$ cat config.mk
export PLATFORM = sky130hd
export DESIGN_NAME = apb_uart
export DESIGN_NICKNAME = d
export VERILOG_FILES = /design/src/uart_pkg.sv /design/src/apb_uart.sv /design/src/apb_uart_regs.sv /design/src/uart_fifo.sv /design/src/uart_rx.sv /design/src/uart_tx.sv
export SDC_FILE = /design/constraint.sdc
export NUM_CORES = 1
export LEC_CHECK = 0
export ABC_AREA = 1
export ABC_CLOCK_PERIOD_IN_PS = 2200
export BUFFER_PORTS_ARGS = -buffer_cell sky130_fd_sc_hd__buf_4
export CAP_MARGIN = 20
export CORE_ASPECT_RATIO = 0.5
export CORE_MARGIN = 1.5
export CORE_UTILIZATION = 30
export DETAILED_ROUTE_END_ITERATION = 16
export PLACE_DENSITY = 0.5
export SYNTH_ARGS = -nofsm -noshare
export SYNTH_HDL_FRONTEND = slang
export SYNTH_SLANG_ARGS = --single-unit
$ cat constraint.sdc
create_clock -name clk_i -period 2.2 [get_ports clk_i]
set_clock_uncertainty 0.1 [all_clocks]
set_input_delay 0 -clock clk_i [delete_from_list [all_inputs] [get_ports clk_i]]
set_output_delay 0 -clock clk_i [all_outputs]
set_load 0.1 [all_outputs]
$ cat src/uart_pkg.sv
/*
 * UART package
 * Widths, FIFO depth and register map of the APB UART
 * Parity and serial FSM enums, character and APB word types
 * Reset values of the control and divider registers
 */
package uart_pkg;

    localparam int DATA_W     = 8;               // Bits per character
    localparam int FIFO_DEPTH = 16;              // Entries per FIFO
    localparam int FIFO_PTR_W = $clog2(FIFO_DEPTH);
    localparam int APB_ADDR_W = 5;
    localparam int APB_DATA_W = 32;
    localparam int DIV_W      = 16;              // Bit period divider width
    localparam int CTRL_W     = 4;               // Defined bits of REG_CTRL

    typedef logic [DATA_W-1:0]     uart_data_t;
    typedef logic [APB_DATA_W-1:0] apb_data_t;

    typedef enum logic [APB_ADDR_W-1:0] {
        REG_CTRL    = 5'h00,                     // tx_reset, rx_reset, parity_even, parity_odd
        REG_CLK_DIV = 5'h04,
        REG_STATUS  = 5'h08,                     // rx_empty, tx_empty, rx_full, tx_full, parity_err
        REG_TX_DATA = 5'h0C,
        REG_RX_DATA = 5'h10
    } reg_addr_e;

    typedef enum logic [1:0] {
        PAR_NONE = 2'd0,
        PAR_EVEN = 2'd1,
        PAR_ODD  = 2'd2
    } parity_e;

    typedef enum logic [2:0] {
        ST_IDLE   = 3'd0,
        ST_START  = 3'd1,
        ST_DATA   = 3'd2,
        ST_PARITY = 3'd3,
        ST_STOP   = 3'd4
    } uart_state_e;

    localparam logic [CTRL_W-1:0] CTRL_RESET    = '0;
    localparam logic [DIV_W-1:0]  CLK_DIV_RESET = 16'd15;

endpackage

$ cat src/apb_uart.sv
/*
 * APB UART top level
 * Register file, TX and RX FIFOs, transmitter and receiver
 */
`timescale 1ns/1ps

module apb_uart (
    input  logic                            clk_i,
    input  logic                            rst_i,
    input  logic                            psel_i,
    input  logic                            penable_i,
    input  logic                            pwrite_i,
    input  logic [uart_pkg::APB_ADDR_W-1:0] paddr_i,
    input  uart_pkg::apb_data_t             pwdata_i,
    output uart_pkg::apb_data_t             prdata_o,
    input  logic                            uart_rx_i,
    output logic                            uart_tx_o
);
    import uart_pkg::*;

    uart_data_t       tx_data;                   // Register file to TX FIFO
    logic             tx_valid;
    logic             tx_ready;
    uart_data_t       txf_data;                  // TX FIFO to transmitter
    logic             txf_valid;
    logic             txf_ready;
    uart_data_t       rxs_data;                  // Receiver to RX FIFO
    logic             rxs_valid;
    logic             rxs_ready;
    uart_data_t       rxf_data;                  // RX FIFO to register file
    logic             rxf_valid;
    logic             rxf_ready;
    logic             tx_reset;
    logic             rx_reset;
    logic             tx_path_rst;
    logic             rx_path_rst;
    logic             parity_err;
    parity_e          parity;
    logic [DIV_W-1:0] clk_div;

    assign tx_path_rst = rst_i | tx_reset;
    assign rx_path_rst = rst_i | rx_reset;

    apb_uart_regs u_regs (
        .clk_i        (clk_i),
        .rst_i        (rst_i),
        .psel_i       (psel_i),
        .penable_i    (penable_i),
        .pwrite_i     (pwrite_i),
        .paddr_i      (paddr_i),
        .pwdata_i     (pwdata_i),
        .rx_data_i    (rxf_data),
        .rx_valid_i   (rxf_valid),
        .tx_empty_i   (~txf_valid),
        .tx_full_i    (~tx_ready),
        .rx_full_i    (~rxs_ready),
        .parity_err_i (parity_err),
        .prdata_o     (prdata_o),
        .tx_data_o    (tx_data),
        .tx_valid_o   (tx_valid),
        .rx_ready_o   (rxf_ready),
        .tx_reset_o   (tx_reset),
        .rx_reset_o   (rx_reset),
        .parity_o     (parity),
        .clk_div_o    (clk_div)
    );

    uart_fifo tx_fifo (
        .clk_i     (clk_i),
        .rst_i     (rst_i),
        .clear_i   (tx_reset),
        .s_data_i  (tx_data),
        .s_valid_i (tx_valid),
        .s_ready_o (tx_ready),
        .m_data_o  (txf_data),
        .m_valid_o (txf_valid),
        .m_ready_i (txf_ready)
    );

    uart_fifo rx_fifo (
        .clk_i     (clk_i),
        .rst_i     (rst_i),
        .clear_i   (rx_reset),
        .s_data_i  (rxs_data),
        .s_valid_i (rxs_valid),
        .s_ready_o (rxs_ready),
        .m_data_o  (rxf_data),
        .m_valid_o (rxf_valid),
        .m_ready_i (rxf_ready)
    );

    uart_tx u_tx (
        .clk_i     (clk_i),
        .rst_i     (tx_path_rst),
        .clk_div_i (clk_div),
        .parity_i  (parity),
        .s_data_i  (txf_data),
        .s_valid_i (txf_valid),
        .s_ready_o (txf_ready),
        .uart_tx_o (uart_tx_o)
    );

    uart_rx u_rx (
        .clk_i        (clk_i),
        .rst_i        (rx_path_rst),
        .clk_div_i    (clk_div),
        .parity_i     (parity),
        .uart_rx_i    (uart_rx_i),
        .m_data_o     (rxs_data),
        .m_valid_o    (rxs_valid),
        .m_ready_i    (rxs_ready),
        .parity_err_o (parity_err)
    );

endmodule

$ cat src/apb_uart_regs.sv
/*
 * APB register file of the UART
 * Control and divider registers, status word and read mux
 * Single-cycle TX push and RX pop strobes
 */
`timescale 1ns/1ps

module apb_uart_regs (
    input  logic                               clk_i,
    input  logic                               rst_i,
    input  logic                               psel_i,
    input  logic                               penable_i,
    input  logic                               pwrite_i,
    input  logic [uart_pkg::APB_ADDR_W-1:0]    paddr_i,
    input  uart_pkg::apb_data_t                pwdata_i,
    input  uart_pkg::uart_data_t               rx_data_i,
    input  logic                               rx_valid_i,
    input  logic                               tx_empty_i,
    input  logic                               tx_full_i,
    input  logic                               rx_full_i,
    input  logic                               parity_err_i,
    output uart_pkg::apb_data_t                prdata_o,
    output uart_pkg::uart_data_t               tx_data_o,
    output logic                               tx_valid_o,
    output logic                               rx_ready_o,
    output logic                               tx_reset_o,
    output logic                               rx_reset_o,
    output uart_pkg::parity_e                  parity_o,
    output logic [uart_pkg::DIV_W-1:0]         clk_div_o
);
    import uart_pkg::*;

    logic              access;
    logic              wr_en;
    logic              rd_en;
    reg_addr_e         addr;
    logic [CTRL_W-1:0] ctrl_q;
    logic [DIV_W-1:0]  div_q;
    apb_data_t         status;

    assign access = psel_i & penable_i;          // Access phase, no wait states
    assign wr_en  = access & pwrite_i;
    assign rd_en  = access & ~pwrite_i;
    assign addr   = reg_addr_e'(paddr_i);

    always_ff @(posedge clk_i) begin
        if (rst_i) begin
            ctrl_q <= CTRL_RESET;
            div_q  <= CLK_DIV_RESET;
        end else if (wr_en) begin
            case (addr)
                REG_CTRL:    ctrl_q <= pwdata_i[CTRL_W-1:0];
                REG_CLK_DIV: div_q  <= pwdata_i[DIV_W-1:0];
                default:     ;
            endcase
        end
    end

    assign tx_reset_o = ctrl_q[0];
    assign rx_reset_o = ctrl_q[1];
    assign clk_div_o  = div_q;

    // Odd wins when both parity bits are set
    always_comb begin
        if (ctrl_q[3]) begin
            parity_o = PAR_ODD;
        end else if (ctrl_q[2]) begin
            parity_o = PAR_EVEN;
        end else begin
            parity_o = PAR_NONE;
        end
    end

    assign tx_data_o  = pwdata_i[DATA_W-1:0];
    assign tx_valid_o = wr_en & (addr == REG_TX_DATA);
    assign rx_ready_o = rd_en & (addr == REG_RX_DATA);   // Pops only when the head is valid

    always_comb begin
        status    = '0;
        status[0] = ~rx_valid_i;                 // rx_empty
        status[1] = tx_empty_i;
        status[2] = rx_full_i;
        status[3] = tx_full_i;
        status[4] = parity_err_i;
    end

    always_comb begin
        case (addr)
            REG_CTRL:    prdata_o = apb_data_t'(ctrl_q);
            REG_CLK_DIV: prdata_o = apb_data_t'(div_q);
            REG_STATUS:  prdata_o = status;
            REG_RX_DATA: prdata_o = rx_valid_i ? apb_data_t'(rx_data_i) : '0;
            default:     prdata_o = '0;      // TX data is write only
        endcase
    end

endmodule

$ cat src/uart_fifo.sv
/*
 * Synchronous first-word-fall-through FIFO
 * Valid/ready on both sides, soft clear
 */
`timescale 1ns/1ps

module uart_fifo (
    input  logic                 clk_i,
    input  logic                 rst_i,
    input  logic                 clear_i,
    input  uart_pkg::uart_data_t s_data_i,
    input  logic                 s_valid_i,
    output logic                 s_ready_o,
    output uart_pkg::uart_data_t m_data_o,
    output logic                 m_valid_o,
    input  logic                 m_ready_i
);
    import uart_pkg::*;

    localparam logic [FIFO_PTR_W:0] FULL_CNT = (FIFO_PTR_W + 1)'(FIFO_DEPTH);

    uart_data_t            mem_q [FIFO_DEPTH];
    logic [FIFO_PTR_W-1:0] wr_ptr_q;
    logic [FIFO_PTR_W-1:0] rd_ptr_q;
    logic [FIFO_PTR_W:0]   count_q;
    logic                  push;
    logic                  pop;

    assign s_ready_o = (count_q != FULL_CNT);
    assign m_valid_o = (count_q != '0);
    assign m_data_o  = mem_q[rd_ptr_q];          // Head shows without a read strobe
    assign push      = s_valid_i & s_ready_o;
    assign pop       = m_valid_o & m_ready_i;

    always_ff @(posedge clk_i) begin
        if (push) begin
            mem_q[wr_ptr_q] <= s_data_i;
        end
    end

    always_ff @(posedge clk_i) begin
        if (rst_i || clear_i) begin
            wr_ptr_q <= '0;
            rd_ptr_q <= '0;
            count_q  <= '0;
        end else begin
            if (push) begin
                wr_ptr_q <= wr_ptr_q + 1'b1;     // Depth is a power of two
            end
            if (pop) begin
                rd_ptr_q <= rd_ptr_q + 1'b1;
            end
            case ({push, pop})
                2'b10:   count_q <= count_q + 1'b1;
                2'b01:   count_q <= count_q - 1'b1;
                default: ;
            endcase
        end
    end

endmodule

$ cat src/uart_rx.sv
/*
 * UART receiver
 * Two-flop line synchronizer, start edge detect, mid-bit sampling
 * Parity check with sticky error flag, one-entry output holding
 */
`timescale 1ns/1ps

module uart_rx (
    input  logic                       clk_i,
    input  logic                       rst_i,
    input  logic [uart_pkg::DIV_W-1:0] clk_div_i,
    input  uart_pkg::parity_e          parity_i,
    input  logic                       uart_rx_i,
    output uart_pkg::uart_data_t       m_data_o,
    output logic                       m_valid_o,
    input  logic                       m_ready_i,
    output logic                       parity_err_o
);
    import uart_pkg::*;

    localparam int               IDX_W    = $clog2(DATA_W);
    localparam logic [IDX_W-1:0] LAST_IDX = IDX_W'(DATA_W - 1);

    logic             rx_meta_q;
    logic             rx_sync_q;
    logic             rx_prev_q;
    uart_state_e      state_q;
    logic [DIV_W-1:0] cnt_q;
    logic [DIV_W-1:0] half_div;
    logic [IDX_W-1:0] bit_idx_q;
    uart_data_t       shift_q;
    uart_data_t       data_q;
    logic             valid_q;
    logic             par_q;
    logic             par_en_q;
    logic             perr_q;
    logic             bit_end;

    assign half_div     = clk_div_i >> 1;
    assign bit_end      = (cnt_q == clk_div_i);
    assign m_data_o     = data_q;
    assign m_valid_o    = valid_q;
    assign parity_err_o = perr_q;

    always_ff @(posedge clk_i) begin
        if (rst_i) begin
            rx_meta_q <= 1'b1;
            rx_sync_q <= 1'b1;
            rx_prev_q <= 1'b1;
        end else begin
            rx_meta_q <= uart_rx_i;
            rx_sync_q <= rx_meta_q;
            rx_prev_q <= rx_sync_q;              // Edge detect only
        end
    end

    always_ff @(posedge clk_i) begin
        if (rst_i) begin
            state_q   <= ST_IDLE;
            cnt_q     <= '0;
            bit_idx_q <= '0;
            valid_q   <= 1'b0;
            par_q     <= 1'b0;
            par_en_q  <= 1'b0;
            perr_q    <= 1'b0;
        end else begin
            if (valid_q && m_ready_i) begin
                valid_q <= 1'b0;
            end
            if (state_q != ST_IDLE) begin
                cnt_q <= cnt_q + 1'b1;
            end
            case (state_q)
                ST_IDLE: begin
                    cnt_q <= '0;
                    if (rx_prev_q && !rx_sync_q) begin
                        par_q    <= (parity_i == PAR_ODD);
                        par_en_q <= (parity_i != PAR_NONE);
                        state_q  <= ST_START;
                    end
                end
                ST_START: begin
                    if (cnt_q == half_div) begin
                        cnt_q     <= '0;
                        bit_idx_q <= '0;
                        state_q   <= rx_sync_q ? ST_IDLE : ST_DATA;   // Glitch is a false start
                    end
                end
                ST_DATA: begin
                    if (bit_end) begin
                        cnt_q   <= '0;
                        shift_q <= {rx_sync_q, shift_q[DATA_W-1:1]};
                        par_q   <= par_q ^ rx_sync_q;
                        if (bit_idx_q == LAST_IDX) begin
                            state_q <= par_en_q ? ST_PARITY : ST_STOP;
                        end else begin
                            bit_idx_q <= bit_idx_q + 1'b1;
                        end
                    end
                end
                ST_PARITY: begin
                    if (bit_end) begin
                        cnt_q   <= '0;
                        state_q <= ST_STOP;
                        if (rx_sync_q != par_q) begin
                            perr_q <= 1'b1;      // Sticky until reset
                        end
                    end
                end
                ST_STOP: begin
                    if (bit_end) begin
                        cnt_q   <= '0;
                        state_q <= ST_IDLE;
                        // Previous byte still pending means this one is lost
                        if (!valid_q || m_ready_i) begin
                            data_q  <= shift_q;
                            valid_q <= 1'b1;
                        end
                    end
                end
                default: state_q <= ST_IDLE;
            endcase
        end
    end

endmodule

$ cat src/uart_tx.sv
/*
 * UART transmitter
 * Start bit, LSB-first data, optional parity, one stop bit
 */
`timescale 1ns/1ps

module uart_tx (
    input  logic                       clk_i,
    input  logic                       rst_i,
    input  logic [uart_pkg::DIV_W-1:0] clk_div_i,
    input  uart_pkg::parity_e          parity_i,
    input  uart_pkg::uart_data_t       s_data_i,
    input  logic                       s_valid_i,
    output logic                       s_ready_o,
    output logic                       uart_tx_o
);
    import uart_pkg::*;

    localparam int               IDX_W    = $clog2(DATA_W);
    localparam logic [IDX_W-1:0] LAST_IDX = IDX_W'(DATA_W - 1);

    uart_state_e      state_q;
    logic [DIV_W-1:0] cnt_q;
    logic [IDX_W-1:0] bit_idx_q;
    uart_data_t       shift_q;
    logic             par_q;
    logic             par_en_q;
    logic             tx_q;
    logic             bit_end;

    assign bit_end   = (cnt_q == clk_div_i);
    assign s_ready_o = (state_q == ST_IDLE);
    assign uart_tx_o = tx_q;

    always_ff @(posedge clk_i) begin
        if (rst_i) begin
            state_q   <= ST_IDLE;
            cnt_q     <= '0;
            bit_idx_q <= '0;
            par_q     <= 1'b0;
            par_en_q  <= 1'b0;
            tx_q      <= 1'b1;                   // Line idles high
        end else begin
            if (state_q != ST_IDLE) begin
                cnt_q <= bit_end ? '0 : cnt_q + 1'b1;
            end
            case (state_q)
                ST_IDLE: begin
                    if (s_valid_i) begin
                        shift_q  <= s_data_i;
                        par_q    <= (parity_i == PAR_ODD);   // Odd parity seeds with 1
                        par_en_q <= (parity_i != PAR_NONE);
                        cnt_q    <= '0;
                        tx_q     <= 1'b0;
                        state_q  <= ST_START;
                    end
                end
                ST_START: begin
                    if (bit_end) begin
                        tx_q      <= shift_q[0];
                        bit_idx_q <= '0;
                        state_q   <= ST_DATA;
                    end
                end
                ST_DATA: begin
                    if (bit_end) begin
                        par_q   <= par_q ^ shift_q[0];
                        shift_q <= shift_q >> 1;
                        if (bit_idx_q == LAST_IDX) begin
                            if (par_en_q) begin
                                tx_q    <= par_q ^ shift_q[0];
                                state_q <= ST_PARITY;
                            end else begin
                                tx_q    <= 1'b1;
                                state_q <= ST_STOP;
                            end
                        end else begin
                            tx_q      <= shift_q[1];
                            bit_idx_q <= bit_idx_q + 1'b1;
                        end
                    end
                end
                ST_PARITY: begin
                    if (bit_end) begin
                        tx_q    <= 1'b1;
                        state_q <= ST_STOP;
                    end
                end
                ST_STOP: begin
                    if (bit_end) begin
                        state_q <= ST_IDLE;
                    end
                end
                default: state_q <= ST_IDLE;
            endcase
        end
    end

endmodule

==> impl_metrics.py, run 1 <==
metrics = {
    "outcome": {
        "status": "complete, but fails checks",
        "violations": "negative setup slack",
    },
    "drt": {
        "drtIter0Drc": 996,
        "drt-vias-per-instance": 4.71,
        "num_vias": 12900,
        "firstDrtPassIters": 7,
        "met1Wirelength_um": 21900,
        "route.top_layer_used": "met4",
        "wire_per_inst_um": 16.7,
        "drc": 0,
        "route.met3.wl_um": 1670,
        "ant_nets": 0,
        "routed_wl_um": 45900,
        "wl_met2_um": 21700,
    },
    "synth": {
        "synth_top_cell_by_area": "edfxtp_1",
        "seq_area_frac_synth_pct": 60.9,
        "netlist.area_leader.share_pct": 48.4,
        "syn_area_per_cell_um2": 9.85,
        "yosysUniqueCellTypes": 53,
        "synth_xor_area_share_pct": 1.72,
        "yosysWarnings": 0,
        "synth_simple_gate_area_share_pct": 17.5,
        "synth_top_family_by_area": "simple AND/OR/NAND/NOR gates",
        "synth_compound_area_share_pct": 12.0,
        "synthAdderAreaFrac_pct": 1.59,
        "synth_area_um2": 17400,
        "synthTopCellsByArea": "edfxtp_1, dfxtp_1, nor2_1",
        "synthMuxAreaShare_pct": 0.750,
        "postSynthCellCount": 1762,
        "synth_seq_cells": 388,
    },
    "cts": {
        "path_clk_slew_ns": 0.06,
        "clock_tree.root_cell": "clkbuf_16",
        "cts_sinks": 388,
        "clk_latency_ns": 0.56,
        "clk_path_buf_depth": 3,
        "cts_tree": "yes",
        "htree_levels": 2,
        "numCtsBuffers": 39,
    },
    "place": {
        "io_buffers": 43,
        "gp_congestion": 0.812,
        "place_hpwl_um": 29800,
    },
    "power_and_ir_drop": {
        "vdd_ir_drop_max_mv": 0.465,
        "total_power_uw": 19900,
        "p_leak_uw": 0.00796,
        "power.density_nw_per_um2": 913,
    },
    "sta": {
        "max-slew-margin-rel_pct": 49.4,
        "max_freq_mhz": 411,
        "drv_slew": 0,
        "tns_ns": -1.56,
        "setup_viol": 10,
        "period_share_pct": 111,
        "fin_ws_ns": -0.235,
        "layout_min_cycle_time_ns": 2.44,
        "rsz0062_at_grt": "yes",
        "final_hold_viol_count": 0,
        "tightest_slew_ns": 0.759,
    },
    "floorplan": {
        "pin_count": 76,
        "rows": 62,
        "coreArea_um2": 57200,
        "die_x_um": 343,
        "fp.dieH_um": 173,
        "dieArea_um2": 59400,
        "start_util_pct": 30.3,
    },
    "finish": {
        "layout.cells.most_common": "edfxtp_1",
        "area_growth_pct": 25.4,
        "drive_above_1_share_pct": 20.3,
        "fin_nets": 2011,
        "fillers": 5615,
        "final_cell_mix": "edfxtp_1, nor2_1, nand2_1, o21ai_0, buf_4",
        "utilization_pct": 38.0,
        "insertedDiodeCount": 0,
    },
    "worst_hold_path": {
        "worstHoldPathType": "primary input to flop",
        "holdPathStages": 3,
        "min_to": "u_rx.rx_meta_q$_SDFF_PP1_",
        "worstHoldStart": "uart_rx_i",
    },
    "setup_path": {
        "cp_top_family": "buffers and inverters",
        "ff2ff_path_depth": 17,
        "end_kind": "primary output",
        "cp_cell_sequence": "inv_8 -> buf_12 -> buf_12 -> nor2_2 -> nor2_1 -> o21ai_1 -> o211ai_1 -> o21ai_1 -> nand2_1 -> nand3_2 -> o21ai_4 -> buf_12",
        "rrSetupSlack_ns": -0.05,
        "crit_arrival_ns": 2.34,
        "r2r-end": "tx_fifo.count_q[4]$_SDFFE_PP0P_",
        "start_kind": "flop",
        "worst_ep_required_time_ns": 2.10,
        "cpPeakStageDelay_ns": 0.38,
        "worstSetupPathType": "flop to primary output",
        "reg2reg_from": "tx_fifo.count_q[1]$_SDFFE_PP0P_",
        "cp_common_cell": "buf_12",
        "worst-path-buf-inv": 4,
        "critPathMaxFanout": 7,
        "worst_path_max_delay_cell": "dfxtp_4",
    },
    "global_route": {
        "grt_use_total_pct": 15.3,
        "grt-ovfl-total": 0,
        "grt_pass1_vias": 12600,
        "grt_antenna_before_repair": 1,
        "grt_pass1_wl_um": 71300,
        "grt_max_degree": 53,
    },
    "job": {
        "cap_violations": 0,
    },
}
-- cell type report --
class                   instances  area (µm²)  area share (%)
well taps                     768         961            4.41
inverters                     155         601            2.76
clock inverters                24         342            1.57
multi-input cells            1157        6250            28.7
repair inverters                2        10.0          0.0460
flip-flops and latches        388       10600            48.7
clock buffers                  47        1060            4.87
repair buffers                203        1950            8.97
-- metrics by stage --
step                      cells  area [µm²]  setup WS (ns)  hold WS [ns]
after floorplan            1777       17500        -0.0432      -0.00113
after global placement     2624       19300        -0.0547         0.106
after detailed placement   2624       19300        -0.0974         0.106
after CTS                  2735       21500         -0.296        0.0596
after global routing       2744       21800         -0.373        0.0837
final                      2744       21800         -0.235        0.0883
-- cells by family (layout without fill, tap and decap cells) --
kind of cell	Yosys count	in the layout
buf+inv	232	431
simple gates	712	712
fa+ha+maj	22	22
other cells	1	16
mux	13	13
flops	388	388
xor+xnor	34	34
compound gates	360	360
-- Yosys cell counts, drive strengths merged --
library cell / number
nor2: 312
nand2: 292
edfxtp: 280
o21ai: 195
inv: 154
dfxtp: 108
nand3: 71
a21oi: 69
clkbuf: 42
buf: 35
o221ai: 31
xor2: 30
ha: 22
o211ai: 18
o22ai: 18
nor3: 15
mux2i: 13
a31oi: 11
nand4: 9
nor4: 5
o21a: 4
or2: 4
xnor2: 4
a211oi: 2
a21boi: 2
a221oi: 2
o2111ai: 2
o31ai: 2
o32ai: 2
and2: 1
and3: 1
clkinv: 1
conb: 1
nand3b: 1
nor3b: 1
o211a: 1
o311ai: 1
-- flip-flops by register name, indices dropped and copies added, names as in the netlist, 3 cells and up, named ones only --
signal            cells
rx_fifo.mem_q       128
tx_fifo.mem_q       128
u_regs.clk_div_o     16
u_rx.cnt_q           16
u_tx.cnt_q           16
u_rx.m_data_o         8
u_rx.shift_q          8
u_tx.shift_q          8
rx_fifo.count_q       5
tx_fifo.count_q       5
rx_fifo.rd_ptr_q      4
rx_fifo.wr_ptr_q      4
tx_fifo.rd_ptr_q      4
tx_fifo.wr_ptr_q      4
u_regs.ctrl_q         4
u_rx.bit_idx_q        3
u_rx.state_q          3
u_tx.bit_idx_q        3
u_tx.state_q          3
-- worst max path at each step --
| stage | from | cells after the start | slack [ns] | endpoint |
|---|---|---|---|---|
| 2_1_floorplan | flop | 9 | -0.04 | prdata_o[7] |
| 3_3_place_gp | tx_fifo.count_q[2]$_SDFFE_PP0P_ | 17 | -0.05 | tx_fifo.count_q[4]$_SDFFE_PP0P_ |
| 3_5_place_dp | tx_fifo.count_q[2]$_SDFFE_PP0P_ | 17 | -0.1 | tx_fifo.count_q[4]$_SDFFE_PP0P_ |
| 4_1_cts | flop | 12 | -0.30 | prdata_o[5] |
| 5_1_grt | flop | 12 | -0.37 | prdata_o[5] |
| 6_report | flop | 12 | -0.24 | prdata_o[5] |
-- worst register-to-register path: stages (launching register included) --
cell     delay, ns
dfxtp_2       0.32
nor2_2        0.11
nand3_2       0.12
nor2_4        0.14
inv_2         0.05
nand2_2       0.07
inv_2         0.05
ha_4          0.17
xor2_2        0.18
ha_2          0.19
inv_2         0.03
nand2_2       0.08
nand2_2       0.06
o21ai_2       0.12
a21oi_1       0.07
o21ai_1       0.10
o21ai_1       0.09
a21oi_1       0.11
-- per-layer routing --
layer  vias up  track usage [%]
met1      6247             21.2
met5         -                0
met4         0             2.79
met2       203             25.4
li1       6410                -
met3        55             2.55
-- power by group --
group | total (µW) | leakage (µW) | switching [µW] | internal [µW]
clock network | 7380 | 0.000699 | 2980 | 4410
logic | 4230 | 0.00386 | 2670 | 1560
registers | 8260 | 0.00340 | 200 | 8060
total | 19900 | 0.00796 | 5850 | 14000
-- timing repair --
| item | in CTS | in global routing |
|---|---|---|
| setup endpoints to repair | 11 | 67 |
| resized for setup | 95 | 73 |
| endpoints found under the hold margin | 222 | 0 |
| gates cloned | 4 | 2 |
| buffers inserted | 4 | 7 |
| hold buffers | 33 | 0 |
| pin swaps | 25 | 36 |
(Power assumes the default switching activity.)
==> run 2: changes to the inputs <==
--- a/config.mk
+++ b/config.mk
@@ -14,6 +14,7 @@
 export CORE_UTILIZATION = 30
 export DETAILED_ROUTE_END_ITERATION = 16
 export PLACE_DENSITY = 0.5
+export RECOVER_POWER = 50
 export SYNTH_ARGS = -nofsm -noshare
 export SYNTH_HDL_FRONTEND = slang
 export SYNTH_SLANG_ARGS = --single-unit
==> run 2 against run 1 <==
The run still ends with negative setup slack left. Critical path depth unchanged. Register-to-register slack lost 0.12 ns. Sequential power about the same. Final area is 0.70% lower. Sequential cell count unchanged. Setup slack improved by 0.0015 ns. Largest cell class unchanged. Critical endpoint unchanged.
==> impl_metrics.py, run 2 (synthesis results as in run 1) <==
metrics = {
    "outcome": {
        "status": "complete, but fails checks",
        "violations": "negative setup slack",
    },
    "setup_path": {
        "ff2ff_path_depth": 17,
        "r2r-end": "tx_fifo.count_q[4]$_SDFFE_PP0P_",
        "worstSetupPathType": "flop to primary output",
        "end_kind": "primary output",
        "reg2reg_from": "tx_fifo.count_q[2]$_SDFFE_PP0P_",
        "crit_arrival_ns": 2.33,
        "rrSetupSlack_ns": -0.17,
        "critPathMaxFanout": 7,
        "worst_ep_required_time_ns": 2.10,
        "start_kind": "flop",
    },
    "floorplan": {
        "rows": 62,
        "dieArea_um2": 59400,
        "fp.dieH_um": 173,
        "coreArea_um2": 57200,
        "start_util_pct": 30.3,
        "die_x_um": 343,
        "pin_count": 76,
    },
    "drt": {
        "drc": 0,
        "drt-vias-per-instance": 4.69,
        "firstDrtPassIters": 7,
        "ant_nets": 0,
        "routed_wl_um": 45800,
        "wire_per_inst_um": 16.7,
        "drtIter0Drc": 1077,
        "num_vias": 12900,
    },
    "finish": {
        "insertedDiodeCount": 0,
        "fin_nets": 2011,
        "drive_above_1_share_pct": 18.7,
        "reg_top3": "rx_fifo.mem_q (128), tx_fifo.mem_q (128)",
        "final_cell_mix": "edfxtp_1, nor2_1, nand2_1, o21ai_0, inv_1",
        "layout.cells.non_filler": 2744,
        "layout.cells.most_common": "edfxtp_1",
        "area_growth_pct": 24.5,
        "final_cell_area_um2": 21600,
        "utilization_pct": 37.8,
    },
    "cts": {
        "clock_tree.root_cell": "clkbuf_16",
        "clk_latency_ns": 0.56,
        "numCtsBuffers": 39,
        "path_clk_slew_ns": 0.07,
        "cts_sinks": 388,
        "htree_levels": 2,
        "clk_path_buf_depth": 3,
        "cts_tree": "yes",
    },
    "sta": {
        "drv_slew": 0,
        "rsz0062_at_grt": "yes",
        "layout_min_cycle_time_ns": 2.43,
        "fin_ws_ns": -0.233,
        "period_share_pct": 111,
        "final_hold_viol_count": 0,
        "max-slew-margin-rel_pct": 24.4,
        "tightest_slew_ns": 1.13,
        "max_freq_mhz": 411,
        "tns_ns": -1.85,
        "setup_viol": 19,
        "whs_ns": 0.0905,
    },
    "job": {
        "cap_violations": 0,
    },
    "global_route": {
        "grt-ovfl-total": 0,
        "grt_max_degree": 53,
        "grt_use_total_pct": 15.3,
        "grt_antenna_before_repair": 0,
        "grt_pass1_vias": 12600,
        "grt_pass1_wl_um": 71300,
    },
    "worst_hold_path": {
        "worstHoldStart": "uart_rx_i",
        "worstHoldPathType": "primary input to flop",
        "holdPathStages": 3,
        "min_to": "u_rx.rx_meta_q$_SDFF_PP1_",
    },
    "place": {
        "place_hpwl_um": 29800,
        "placed_area_um2": 19300,
        "io_buffers": 43,
        "gp_congestion": 0.812,
        "dp_cells": 2624,
    },
    "power_and_ir_drop": {
        "power.density_nw_per_um2": 914,
        "p_leak_uw": 0.00788,
        "vdd_ir_drop_max_mv": 0.465,
    },
}
==> run 2: changes by cell type in the layout (fill, tap and decap cells not counted), sizes merged <==
cell	change
buf	-29
clkbuf	+29
==> run 2: critical path: stages (launching register included) <==
cell and delay [ns]:
dfxtp_4 0.38, inv_8 0.07, buf_12 0.15, buf_12 0.12, nor2_2 0.03, nor2_1 0.07, o21ai_1 0.07, o211ai_1 0.13
o21ai_1 0.15, nand2_1 0.16, nand3_2 0.15, o21ai_4 0.12, buf_12 0.19
==> run 2: worst max path at each step <==
stage / to / cells after the start
2_1_floorplan: prdata_o[7] / 9
3_3_place_gp: tx_fifo.count_q[4]$_SDFFE_PP0P_ / 17
3_5_place_dp: tx_fifo.count_q[4]$_SDFFE_PP0P_ / 17
4_1_cts: prdata_o[5] / 12
5_1_grt: tx_fifo.count_q[4]$_SDFFE_PP0P_ / 17
6_report: prdata_o[5] / 12
==> run 2: routing by layer <==
layer | wire length, µm | up-vias | GRT usage (%)
li1 | - | 6406 | -
met1 | 21800 | 6220 | 21.2
met4 | 685 | 0 | 2.79
met5 | 0 | - | 0
met2 | 21700 | 197 | 25.4
met3 | 1650 | 54 | 2.55
==> run 2: layout make-up <==
class	instances	area, µm²
sequential	388	10600
multi-input combinational	1157	6180
clock inverter	24	342
timing repair inverter	2	10.0
tap	768	961
timing repair buffer	203	1870
inverter	155	601
clock buffer	47	1060
fill	5658	35600
==> run 2: where the power goes <==
group / internal, µW / switching, µW / total (µW) / leakage [µW]
Clock: 4410 / 2970 / 7380 / 0.000699
Sequential: 8060 / 196 / 8260 / 0.00340
Combinational: 1490 / 2640 / 4130 / 0.00378
==> run 2: stage by stage <==
step | setup slack, ns | total power (µW)
2_1_floorplan | -0.0432 | 11000
3_3_place_gp | -0.0547 | 12200
3_5_place_dp | -0.0974 | 12200
4_1_cts | -0.296 | 19800
5_1_grt | -0.395 | 20700
6_report | -0.233 | 19800
==> run 2: timing repair <==
item,in CTS,in global routing
setup endpoints to repair,11,67
setup buffers,4,7
endpoints found under the hold margin,222,0
pin swaps,25,36
resized for setup,95,73
cloned,4,2
hold buffers,33,0
